### config.mk
export PLATFORM = sky130hd
export DESIGN_NAME = mouse_packet_assembler
export DESIGN_NICKNAME = d
export VERILOG_FILES = /design/src/design/mouse_reg_pkg.sv /design/src/design/mouse_packet_assembler.sv
export VERILOG_INCLUDE_DIRS = /design/src /design/src/design
export SDC_FILE = /design/constraint.sdc
export NUM_CORES = 1
export LEC_CHECK = 0
export BUFFER_PORTS_ARGS = -buffer_cell sky130_fd_sc_hd__buf_2
export CORE_MARGIN = 4
export CORE_UTILIZATION = 35
export DETAILED_ROUTE_END_ITERATION = 10
export GPL_TIMING_DRIVEN = 0
export PLACE_DENSITY = 0.63
export SLEW_MARGIN = 10
export SYNTH_ARGS = -nofsm -noshare
export SYNTH_HDL_FRONTEND = slang
export SYNTH_SLANG_ARGS = --single-unit
### constraint.sdc
create_clock -name MOUSE_CLOCK -period 7 [get_ports MOUSE_CLOCK]
set_input_delay 1.05 -clock MOUSE_CLOCK [delete_from_list [all_inputs] [get_ports MOUSE_CLOCK]]
set_output_delay 1.05 -clock MOUSE_CLOCK [all_outputs]
set_load 0.01 [all_outputs]
### src/design/ps2_mouse_settings.svh
`ifndef PS2_MOUSE_SETTINGS_SVH
`define PS2_MOUSE_SETTINGS_SVH

// host holds the device clock low this long before the start bit.
`define PS2_INHIBIT_CYCLES 200

// mid-frame stall limit, in system cycles.
`define PS2_TIMEOUT_CYCLES 4000

`define MOUSE_ADDR_W 4

`endif
### src/design/mouse_reg_pkg.sv
`default_nettype none

`include "ps2_mouse_settings.svh"

package mouse_reg_pkg;

  localparam logic [`MOUSE_ADDR_W-1:0] REG_STATUS   = 'h0;
  localparam logic [`MOUSE_ADDR_W-1:0] REG_PACKET   = 'h4;
  localparam logic [`MOUSE_ADDR_W-1:0] REG_MOTION   = 'h8;
  localparam logic [`MOUSE_ADDR_W-1:0] REG_CMD_RESP = 'hC;

  // status bit positions.
  localparam int PKT_VALID  = 0;
  localparam int RESP_VALID = 1;
  localparam int TX_BUSY    = 2;
  localparam int TX_ERR     = 3;
  localparam int RX_ERR     = 4;
  localparam int BTN_LSB    = 5;
  localparam int BTN_MSB    = 7;
  localparam int X_OVF      = 8;
  localparam int Y_OVF      = 9;

  typedef struct packed {
    logic [7:0] byte0;
    logic [7:0] byte1;
    logic [7:0] byte2;
  } mouse_raw_t;

  // byte0 bit order as sent by the device.
  typedef struct packed {
    logic       y_ovf;
    logic       x_ovf;
    logic       y_sign;
    logic       x_sign;
    logic       always_one;
    logic       middle;
    logic       right;
    logic       left;
    logic [7:0] x;
    logic [7:0] y;
  } mouse_motion_t;

  typedef union packed {
    mouse_raw_t    raw;
    mouse_motion_t mot;
  } mouse_packet_u;

endpackage

`default_nettype wire

### src/design/mouse_packet_assembler.sv
`timescale 1ns/10ps
`default_nettype none

module mouse_packet_assembler (
  input  wire                         MOUSE_CLOCK,
  input  wire                         rst_n,
  input  wire                         tx_done,
  input  wire                         rx_valid,
  input  wire  [7:0]                  rx_byte,
  output logic                        resp_valid,
  output logic [7:0]                  resp_byte,
  output logic                        pkt_valid,
  output mouse_reg_pkg::mouse_packet_u pkt
);

  logic       expect_resp;
  logic [1:0] idx;
  logic [7:0] byte0;
  logic [7:0] byte1;

  always_ff @(posedge MOUSE_CLOCK or negedge rst_n) begin
    if (!rst_n) begin
      expect_resp <= 1'b0;
      idx         <= '0;
      resp_valid  <= 1'b0;
      pkt_valid   <= 1'b0;
    end else begin
      resp_valid <= 1'b0;
      pkt_valid  <= 1'b0;
      if (tx_done) begin
        expect_resp <= 1'b1;
        idx         <= '0;  // command breaks the stream.
      end else if (rx_valid) begin
        if (expect_resp) begin
          expect_resp <= 1'b0;
          resp_valid  <= 1'b1;
        end else begin
          case (idx)
            2'd0: if (rx_byte[3]) idx <= 2'd1;  // drop bytes out of step.
            2'd1: idx <= 2'd2;
            default: begin
              idx       <= 2'd0;
              pkt_valid <= 1'b1;
            end
          endcase
        end
      end
    end
  end

  always_ff @(posedge MOUSE_CLOCK) begin
    if (rx_valid && !tx_done) begin
      if (expect_resp) begin
        resp_byte <= rx_byte;
      end else begin
        case (idx)
          2'd0: byte0 <= rx_byte;
          2'd1: byte1 <= rx_byte;
          default: begin
            pkt.raw.byte0 <= byte0;
            pkt.raw.byte1 <= byte1;
            pkt.raw.byte2 <= rx_byte;
          end
        endcase
      end
    end
  end

endmodule

`default_nettype wire

# After elaboration in Yosys (flattened, before gate mapping)
# Index checks and enable logic that the tools add are counted.
[totals] output_inout_bits=34 elab_cells=37 latch_bits=0 inputBits=12 ramBits=0 n_memories=0 register_bits=53 rom_bits=0
[classes] eq_ne=3 magnitude_cmp=0 mux=14 multipliers=0 reduce_logical=10 add_sub_neg=0 bitwise_logic=2 div_mod_pow=0 n_shift=0
[op_table] operator="$reduce_and A3 Y1" count=4
[op_table] operator="$mux W1" count=9
[op_table] operator="$mux W2" count=4
[op_table] operator="$pmux W2 S2" count=1
[op_table] operator="$ne A3 B3 Y1 const B" count=1
[op_table] operator="$eq A2 B1 Y1 const B" count=1
[op_table] operator="$logic_not A2 Y1" count=1
[op_table] operator="$ne A2 B2 Y1 const B" count=1
[op_table] operator="$not A1 Y1" count=2
[op_table] operator="$reduce_and A2 Y1" count=1
[op_table] operator="$reduce_bool A2 Y1" count=1
[op_table] operator="$reduce_or A2 Y1" count=1
[op_table] operator="$logic_and A1 B1 Y1" count=1
[op_table] operator="$logic_not A1 Y1" count=1

# Logic depth before layout (Yosys ltp)
# Gate-level depths: netlist (run 1).
[depth] depth_word=6 mapped_depth=3 depth_no_buf=3

# Least setup slack after synthesis (run 1)
# Ideal clock, no wire load.
[synth_timing] path_kind="input -> register" start="input port tx_done" end="register pkt[0] in the netlist's numbering, enable pin" setup_ps=440 t_arrival_ps=3107 slack_ps=3453 stages=2 required_ps=6560 n_path_buf=0 path_cell_list="nand2b_1 -> nor3b_1"
[synth_between] elab_chain_cells=3
[synth_rtl] item="from (decl)" line="mouse_packet_assembler.sv:7" text="input wire tx_done,"
[synth_rtl] item="$logic_not A1 Y1" line="mouse_packet_assembler.sv:52" text="if (rx_valid && !tx_done) begin"
[synth_rtl] item="$logic_and A1 B1 Y1" line="mouse_packet_assembler.sv:52"
[synth_rtl] item="$reduce_and A3 Y1 (no line)"
[synth_rtl] item="to (decl)" line="mouse_packet_assembler.sv:13" text="output mouse_reg_pkg::mouse_packet_u pkt"
# Every way passes these cells.
# A chain may end at the register's enable or synchronous reset.

# Final worst setup path (run 1)
[layout_timing] start="input port tx_done" end="register pkt[14] in the netlist's numbering, enable pin"
# The elaborated chain is that of the path after synthesis.

==> metrics.cfg, run 1 <==
[logic_synthesis]
ys_seq_elements=53
syn_nets=81
ys_seq_area_share_pct=93.7
netlist_area_sq_um=1670
postSynthAreaPerCell_sq_um=24.2
yosysUniqueCellTypes=14
syn_inst=69
yosys_warnings=0

[worst_setup_path]
cp_max_fo=9
cp_cell_sequence=buf_2 -> nand2b_1 -> nor3b_2 -> buf_4 -> buf_4
endpoint_kind=flop
cp_num_buf_inv=3
critPathTopFamily=simple AND/OR/NAND/NOR gates
worstPathArrival_ns=2.58
slowest_delay_ns=0.67
path_class=in -> reg
cpMostUsedCell=buf_4
start_kind=input pin
cp_slowest_cell=nor3b_2
cp.required_ns=7.01

[timing]
finalSetupTns_ns=0
fin_crit_sh_pct=36.8
max_slew_margin_pct=48.5
drv_slew=0
finalSetupViolations=0
worstMarginPinSlew_ns=0.770
finClkSkew_ns=0.00572
grt_setup_unrepaired=no
finalHoldViolations=0
layout_min_cycle_time_ns=2.58
max_freq_mhz=388

[drt]
antenna_left=0
avgRoutedWirePerCell_um=15.2
drcViolationCount=0
via_per_inst=4.53
vias=807
drt_iter0_markers=49
dr.pass1.iters=4
finalWirelength_um=2700

[power_and_ir_drop]
comb_power_share_pct=2.8
p_per_area_nw_per_um2=250
p_leak_uw=0.000779
vdd_ir_drop_max_mv=0.115
pwr-share-clk_pct=30.2
seq_power_share_pct=67.0
p_int_uw=425
p_sw_share_pct=18.8
p_switching_uw=98.1

[cells_and_area]
syn_to_final_growth_pct=25.2
final_common_cell=edfxtp_1
final_cell_mix=48 x edfxtp_1, 45 x buf_2, 5 x clkbuf_8, 5 x dfrtp_1, 4 x buf_4
diodes=0
final_cells=178
nets=137
drive_gt1_share_pct=47.6

[floorplan]
start_util_pct=37.4
die_area_sq_um=5950
die_y_um=77.1
die_w_um=77.1
io_pins=46
row_count=24
core_sq_um=4470

[placed_design]
place_congestion=0.745
placed_cells=170
hpwl_um=2040
portBuffers=45

[clocking]
clk_pin_slew_ns=0.08
htreeDepth=2
worstSkewPairLatency_ns=0.29
cts.path.max_buffers=2
cts_made_buffers=5
cts_tree=built
postCtsSetupBuffers=0
holdBufCountCts=0
cts_resized=0
clockRootBuffer=clkbuf_8
clkSinkCount=53

[global_routing]
grt_antenna_before_repair=0
grt_overflow=0
grt_pass1_vias=875
grt_usage_pct=9.72
grt_pass1_wl_um=4440
grt_max_degree=16

[status]
outcome=completed

[min_path]
worstHoldPathType=reg -> reg

[flow_run]
drv_cap=0

-- cells by family (layout without fill, tap and decap cells) --
kind of cell           after synthesis  count (layout)  share of synthesized area, %
AND/OR/NAND/NOR                     12              12                          5.02
buffers and inverters                1              58                         0.224
AO/OA/AOI/OAI                        3               3                          1.05
flip-flops                          53              53                          93.7
-- synthesized netlist by cell type, drive strengths merged --
cell type	n	area share, %
nand2	2	0.45
nand2b	2	1.2
nor4	1	0.37
or4b	1	0.60
nor2	2	0.45
nor3b	2	0.90
dfrtp	5	7.5
inv	1	0.22
o21bai	1	0.45
a21oi	2	0.60
nor4b	1	0.52
edfxtp	48	86
or3b	1	0.52
-- final timing paths --
kind                                     from                  end  slack [ns]  cells after the start
hold reg to reg            byte0[6]$_DFFE_PP_    pkt[22]$_DFFE_PP_        0.43                      0
setup / recovery                      tx_done    pkt[14]$_DFFE_PP_        4.42                      5
max in group asynchronous               rst_n   idx[1]$_DFFE_PN0P_        6.31                      1
setup reg to reg           idx[1]$_DFFE_PN0P_    pkt[14]$_DFFE_PP_        5.12                      3
hold / removal             byte0[6]$_DFFE_PP_    pkt[22]$_DFFE_PP_        0.43                      0
min in group asynchronous               rst_n  pkt_valid$_DFF_PN0_        0.55                      1
-- routing by layer --
layer	wire, um	up-vias	track usage, %
li1	-	382	-
met1	1140	390	11.6
met2	1320	33	15.2
met3	233	2	4.68
met4	4	0	3.74
met5	0	-	0
-- power groups by stage --
stage	Sequential, uW	Clock, uW	Combinational, uW
floorplan	358	0	3.86
global placement	357	0	13.6
detailed placement	357	0	15.1
CTS	350	166	15.2
global route	351	180	16.4
finish	350	158	14.8
-- metrics by stage --
stage / power [uW] / area, sq um / utilization (%) / setup WS, ns / hold slack [ns]
2_1_floorplan: 362 / 1670 / - / 3.45 / 0.400
3_3_place_gp: 370 / 1960 / 43.8 / 2.58 / 0.402
3_5_place_dp: 372 / 2010 / 44.9 / 4.04 / 0.405
4_1_cts: 531 / 2090 / 46.8 / 4.36 / 0.426
5_1_grt: 547 / 2090 / 46.8 / 4.24 / 0.428
6_report: 523 / 2090 / 46.8 / 4.42 / 0.426
-- flip-flops by register name, indices dropped and copies added (netlist names) --
register and cells:
idx 2, byte1 8, byte0 8, expect_resp 1
pkt 24, resp_valid 1, pkt_valid 1, resp_byte 8
-- worst register-to-register path: stages (launching register included) --
cell,delay (ns)
dfrtp_1,0.46
nor3b_2,0.65
buf_4,0.30
buf_4,0.19
-- cell type report --
| type | instances | area [sq um] |
|---|---|---|
| clock buffers | 7 | 76.3 |
| clock inverters | 1 | 7.51 |
| fillers | 381 | 2380 |
| inverters | 1 | 3.75 |
| multi-input cells | 15 | 119 |
| flip-flops and latches | 53 | 1570 |
| well taps | 52 | 65.1 |
| repair buffers | 49 | 255 |
(Power assumes the default switching activity.)
==> run 2: changes to the inputs <==
--- a/config.mk
+++ b/config.mk
@@ -6,6 +6,7 @@
 export SDC_FILE = /design/constraint.sdc
 export NUM_CORES = 1
 export LEC_CHECK = 0
+export ABC_AREA = 1
 export BUFFER_PORTS_ARGS = -buffer_cell sky130_fd_sc_hd__buf_2
 export CORE_MARGIN = 4
 export CORE_UTILIZATION = 35
==> constraint.sdc (replaced) <==
create_clock -name MOUSE_CLOCK -period 2.6 [get_ports MOUSE_CLOCK]
set_input_delay 0.39 -clock MOUSE_CLOCK [delete_from_list [all_inputs] [get_ports MOUSE_CLOCK]]
set_output_delay 0.39 -clock MOUSE_CLOCK [all_outputs]
set_load 0.01 [all_outputs]
==> metrics.cfg, run 2 <==
[logic_synthesis]
ys_seq_area_share_pct=93.5
syn_nets=88
synth_top_cell_area_share_pct=86.0
synth_ff_type=edfxtp_1
syn_inst=76
postSynthAreaPerCell_sq_um=22.0
netlist_area_sq_um=1680
ys_top_cells_by_area=edfxtp_1 86%, dfrtp_1 7.5%, nand2_1 1.3%
synth.most_common_cell=edfxtp_1
yosysUniqueCellTypes=12
ys_seq_elements=53
synth_common_cells=48 x edfxtp_1, 6 x nand2_1, 5 x dfrtp_1, 5 x nor2_1, 4 x inv_1
synth-edff-count=48
ys_async_sr_fraction_pct=9.43
yosys_warnings=0
synth_top_cell_by_area=edfxtp_1

[clocking]
worstSkewPairLatency_ns=0.30
clkSinkCount=53
cts.path.max_buffers=2
cts_made_buffers=5
cts_tree=built
clk_pin_slew_ns=0.09
clockRootBuffer=clkbuf_8
htreeDepth=2
postCtsSetupBuffers=0

[min_path]
worstHoldPathType=in -> reg
holdPathEnd=byte1[7]$_DFFE_PP_
hold_start=rx_byte[7]
hold_path_depth=1

[cells_and_area]
regMostFlops=pkt
syn_to_final_growth_pct=27.5
final_cells=183
final_cell_mix=48 x edfxtp_1, 45 x buf_2, 6 x nand2_1
final_core_util_pct=47.4
drive_gt1_share_pct=45.8
seqCellArea_sq_um=1570
multi_input_area_sq_um=97.6
final_common_cell=edfxtp_1
fillerInstances=402
stdcell_area_sq_um=2140
nets=142
largest_reg_flops=24
diodes=0

[worst_setup_path]
cp_max_fo=14
cp.required_ns=2.62
cp_num_buf_inv=1
path_class=reg -> reg
worstPathArrival_ns=1.69
start_kind=flop
reg2reg_slack_ns=0.93
slowest_delay_ns=0.49
endpoint_kind=flop
r2r-end=pkt[4]$_DFFE_PP_
cp_cell_sequence=nor2_4 -> nand2_2 -> nor2_2 -> buf_8
reg2reg_from=expect_resp$_DFFE_PN0P_
critPathTopFamily=simple AND/OR/NAND/NOR gates
reg2regPathDepth=4
cp_slowest_cell=nor2_2

[global_routing]
grt_usage_pct=10.0
grt_max_degree=18
grt_pass1_vias=837
grt_overflow=0
grt_pass1_wl_um=4350
grt_antenna_before_repair=0

[timing]
layout_min_cycle_time_ns=1.67
worstMarginPinSlew_ns=0.777
drv_slew=0
finalHoldViolations=0
max_slew_margin_pct=47.9
finalSetupTns_ns=0
finClkSkew_ns=0.00717
max_freq_mhz=597
finalSetupViolations=0
worst_slack_ns=0.926
fin_crit_sh_pct=64.4
grt_setup_unrepaired=no

[placed_design]
place_area_sq_um=1990
portBuffers=45
place_ws_ns=0.782
placed_cells=174
hpwl_um=1930
place_congestion=0.715

[drt]
antenna_left=0
avgRoutedWirePerCell_um=14.7
dr.pass1.iters=4
finalWirelength_um=2690
vias=802
via_per_inst=4.38
drcViolationCount=0
drt_iter0_markers=40

[floorplan]
core_sq_um=4500
die_y_um=77.2
io_pins=46
die_w_um=77.2
die_area_sq_um=5960
start_util_pct=37.2
row_count=24

[flow_run]
drv_cap=0

[power_and_ir_drop]
p_per_area_nw_per_um2=762
vdd_ir_drop_max_mv=0.280
p_leak_uw=0.000825

[status]
outcome=completed

## run 2: cell types whose count changed after synthesis, moves of 2 or more
cell,change
nor3b_1,-2
a21oi_1,-2
nand2_1,+4
nor3_1,+2
inv_1,+3
nor2_1,+3
## run 2: worst register-to-register path, cell delays in order, from the launching register on
cell and delay (ns):
dfrtp_1 0.41, nor2_4 0.15, nand2_2 0.09, nor2_2 0.49
buf_8 0.24
## run 2: kinds of logic (layout without fill, tap and decap cells)
logic type             after synthesis  after routing  share of synthesized area [%]
AOI/OAI and AO/OA                    1              1                          0.298
buffers and inverters                5             60                           1.12
and+or+nand+nor                     17             17                           5.08
DFF                                 53             53                           93.5
## run 2: timing repair
action / CTS / global route
hold buffers: 1 / 0
resized for setup: 0 / 0
hold endpoints to repair: 5 / 0
## run 2: per-stage QoR
stage	hold slack (ns)	total power, uW
finish	0.295	1630
global placement	0.207	998
global route	0.277	1690
detailed placement	0.209	1000
CTS	0.284	1650
floorplan	0.0944	975
## run 2: worst max path at each step
stage	end	start	slack (ns)	cells past startpoint
2_1_floorplan	pkt[0]$_DFFE_PP_	rx_valid	0.56	4
3_3_place_gp	pkt[9]$_DFFE_PP_	rx_valid	0.02	5
3_5_place_dp	pkt[9]$_DFFE_PP_	rx_valid	0.78	6
4_1_cts	pkt[4]$_DFFE_PP_	expect_resp$_DFFE_PN0P_	0.88	4
5_1_grt	pkt[10]$_DFFE_PP_	expect_resp$_DFFE_PN0P_	0.77	4
6_report	pkt[4]$_DFFE_PP_	expect_resp$_DFFE_PN0P_	0.93	4
## run 2: final cells by class
| type | instances | share of cell area, % |
|---|---|---|
| inverter | 5 | 0.879 |
| tap | 52 | 3.05 |
| clock inverter | 3 | 3.22 |
| multi-input combinational | 18 | 4.57 |
| sequential | 53 | 73.3 |
| timing repair buffer | 47 | 11.7 |
| clock buffer | 5 | 3.22 |
## run 2: per-layer routing
metal | vias up | GRT usage, % | part of all wire (%)
met5 | - | 0 | 0
met3 | 5 | 4.45 | 8.3
li1 | 389 | - | -
met4 | 0 | 5.87 | 2.4
met2 | 33 | 16.8 | 53
met1 | 375 | 10.2 | 37
## run 2: report_power, final
group	internal [uW]	leakage, uW	switching [uW]
logic	14.3	0.000256	26.7
registers	937	0.000500	3.85
clock network	387	0.0000687	258
total	1340	0.000825	289
==> run 3: changes to the inputs <==
--- a/config.mk
+++ b/config.mk
@@ -6,13 +6,13 @@
 export SDC_FILE = /design/constraint.sdc
 export NUM_CORES = 1
 export LEC_CHECK = 0
-export ABC_AREA = 1
+export ABC_AREA = 0
 export BUFFER_PORTS_ARGS = -buffer_cell sky130_fd_sc_hd__buf_2
 export CORE_MARGIN = 4
 export CORE_UTILIZATION = 35
 export DETAILED_ROUTE_END_ITERATION = 10
 export GPL_TIMING_DRIVEN = 0
-export PLACE_DENSITY = 0.63
+export PLACE_DENSITY = 0.65
 export SLEW_MARGIN = 10
 export SYNTH_ARGS = -nofsm -noshare
 export SYNTH_HDL_FRONTEND = slang
==> constraint.sdc (replaced) <==
create_clock -name MOUSE_CLOCK -period 1.4 [get_ports MOUSE_CLOCK]
set_input_delay 0.21 -clock MOUSE_CLOCK [delete_from_list [all_inputs] [get_ports MOUSE_CLOCK]]
set_output_delay 0.21 -clock MOUSE_CLOCK [all_outputs]
set_load 0.01 [all_outputs]
==> metrics.cfg, run 3 (same netlist as run 1, synthesis figures left out) <==
[global_routing]
grt_usage_pct=10.4
grt_antenna_before_repair=0
grt_pass1_wl_um=4550
grt_max_degree=19
grt_overflow=0
grt_pass1_vias=860

[drt]
vias=848
via_per_inst=4.61
antenna_left=0
dr.pass1.iters=4
finalWirelength_um=2910
drt_iter0_markers=84
avgRoutedWirePerCell_um=15.8
drcViolationCount=0

[timing]
fin_crit_sh_pct=97.7
drv_slew=0
finClkSkew_ns=0.00785
grt_setup_unrepaired=no
finalSetupViolations=0
finalSetupTns_ns=0
max_slew_margin_pct=76.6
layout_min_cycle_time_ns=1.37
finalHoldViolations=0
worstMarginPinSlew_ns=0.351
max_freq_mhz=731

[cells_and_area]
final_common_cell=edfxtp_1
stdcell_area_sq_um=2230
nets=143
syn_to_final_growth_pct=33.4
seqCellArea_sq_um=1570
drive_gt1_share_pct=54.5
diodes=0
final_core_util_pct=49.8
fillerInstances=372
multi_input_area_sq_um=179
largest_reg_flops=24
final_cell_mix=48 x edfxtp_1, 45 x buf_2, 6 x buf_4
regMostFlops=pkt

[clocking]
clockRootBuffer=clkbuf_8
cts_tree=built
cts.path.max_buffers=2
htreeDepth=2
worstSkewPairLatency_ns=0.30
cts_made_buffers=5
clk_pin_slew_ns=0.10
clkSinkCount=53

[placed_design]
portBuffers=45
place_congestion=0.669
place_area_sq_um=1990
hpwl_um=1860

[flow_run]
drv_cap=0

[worst_setup_path]
crit_end=idx[0]$_DFFE_PN0P_
start_kind=flop
reg2regPathDepth=3
crit_start=expect_resp$_DFFE_PN0P_
endpoint_kind=flop
reg2reg_slack_ns=0.03
path_class=reg -> reg
cp.required_ns=1.64
worstPathArrival_ns=1.61
cp_max_fo=7
r2r-end=idx[0]$_DFFE_PN0P_
reg2reg_from=expect_resp$_DFFE_PN0P_

[power_and_ir_drop]
p_leak_uw=0.000839
vdd_ir_drop_max_mv=0.532
p_per_area_nw_per_um2=1220
power_uw=2720

[floorplan]
die_w_um=77.1
start_util_pct=37.4
core_sq_um=4470
io_pins=46
die_area_sq_um=5950
die_y_um=77.1
row_count=24

[min_path]
hold_start=tx_done
worstHoldPathType=in -> reg

[status]
outcome=completed

## run 3: repair_timing
action | CTS | global route
hold endpoints to repair | 5 | 0
resized for setup | 7 | 0
cloned | 1 | 0
hold buffers | 1 | 0
setup endpoints to repair | 48 | 2
pin swaps | 2 | 0
setup buffers | 6 | 2
## run 3: how the worst min path moves through the flow
stage / to / slack, ns / cells after the start
final: idx[0]$_DFFE_PN0P_ / 0.09 / 2
after global routing: idx[0]$_DFFE_PN0P_ / 0.07 / 2
after CTS: idx[0]$_DFFE_PN0P_ / 0.07 / 2
after detailed placement: resp_valid$_DFF_PN0_ / 0.03 / 1
after global placement: pkt_valid$_DFF_PN0_ / 0.02 / 1
after floorplan: expect_resp$_DFFE_PN0P_ / -0.09 / 0
## run 3: worst max-delay path, cell delays in order (launching register included)
cell      delay [ns]
dfrtp_2         0.49
nand2b_4        0.18
or4b_4          0.52
a21oi_2         0.13
## run 3: routing by layer
layer,part of all wire (%),up-vias,global-route usage [%]
met5,0,-,0
met4,0,0,2.67
met3,11,0,5.97
met2,48,39,16.6
met1,41,413,12.2
li1,-,396,-
## run 3: where the power goes
group | switching, uW | internal (uW)
clock | 510 | 365
combinational | 55.0 | 40.4
sequential | 12.9 | 1740
## run 3: cell type report
type                    count  area share (%)
flip-flops and latches     53            70.3
repair buffers             54            14.4
multi-input cells          16            8.02
clock buffers               5            3.09
well taps                  52            2.92
clock inverters             3            1.12
inverters                   1           0.168
## run 3: stage by stage
stage	setup slack [ns]	hold WS, ns	std cells
floorplan	-0.157	-0.0856	69
global placement	-0.502	0.0240	166
detailed placement	-0.584	0.0273	166
CTS	-0.0110	0.0735	182
global route	0.00220	0.0698	184
finish	0.0320	0.0854	184
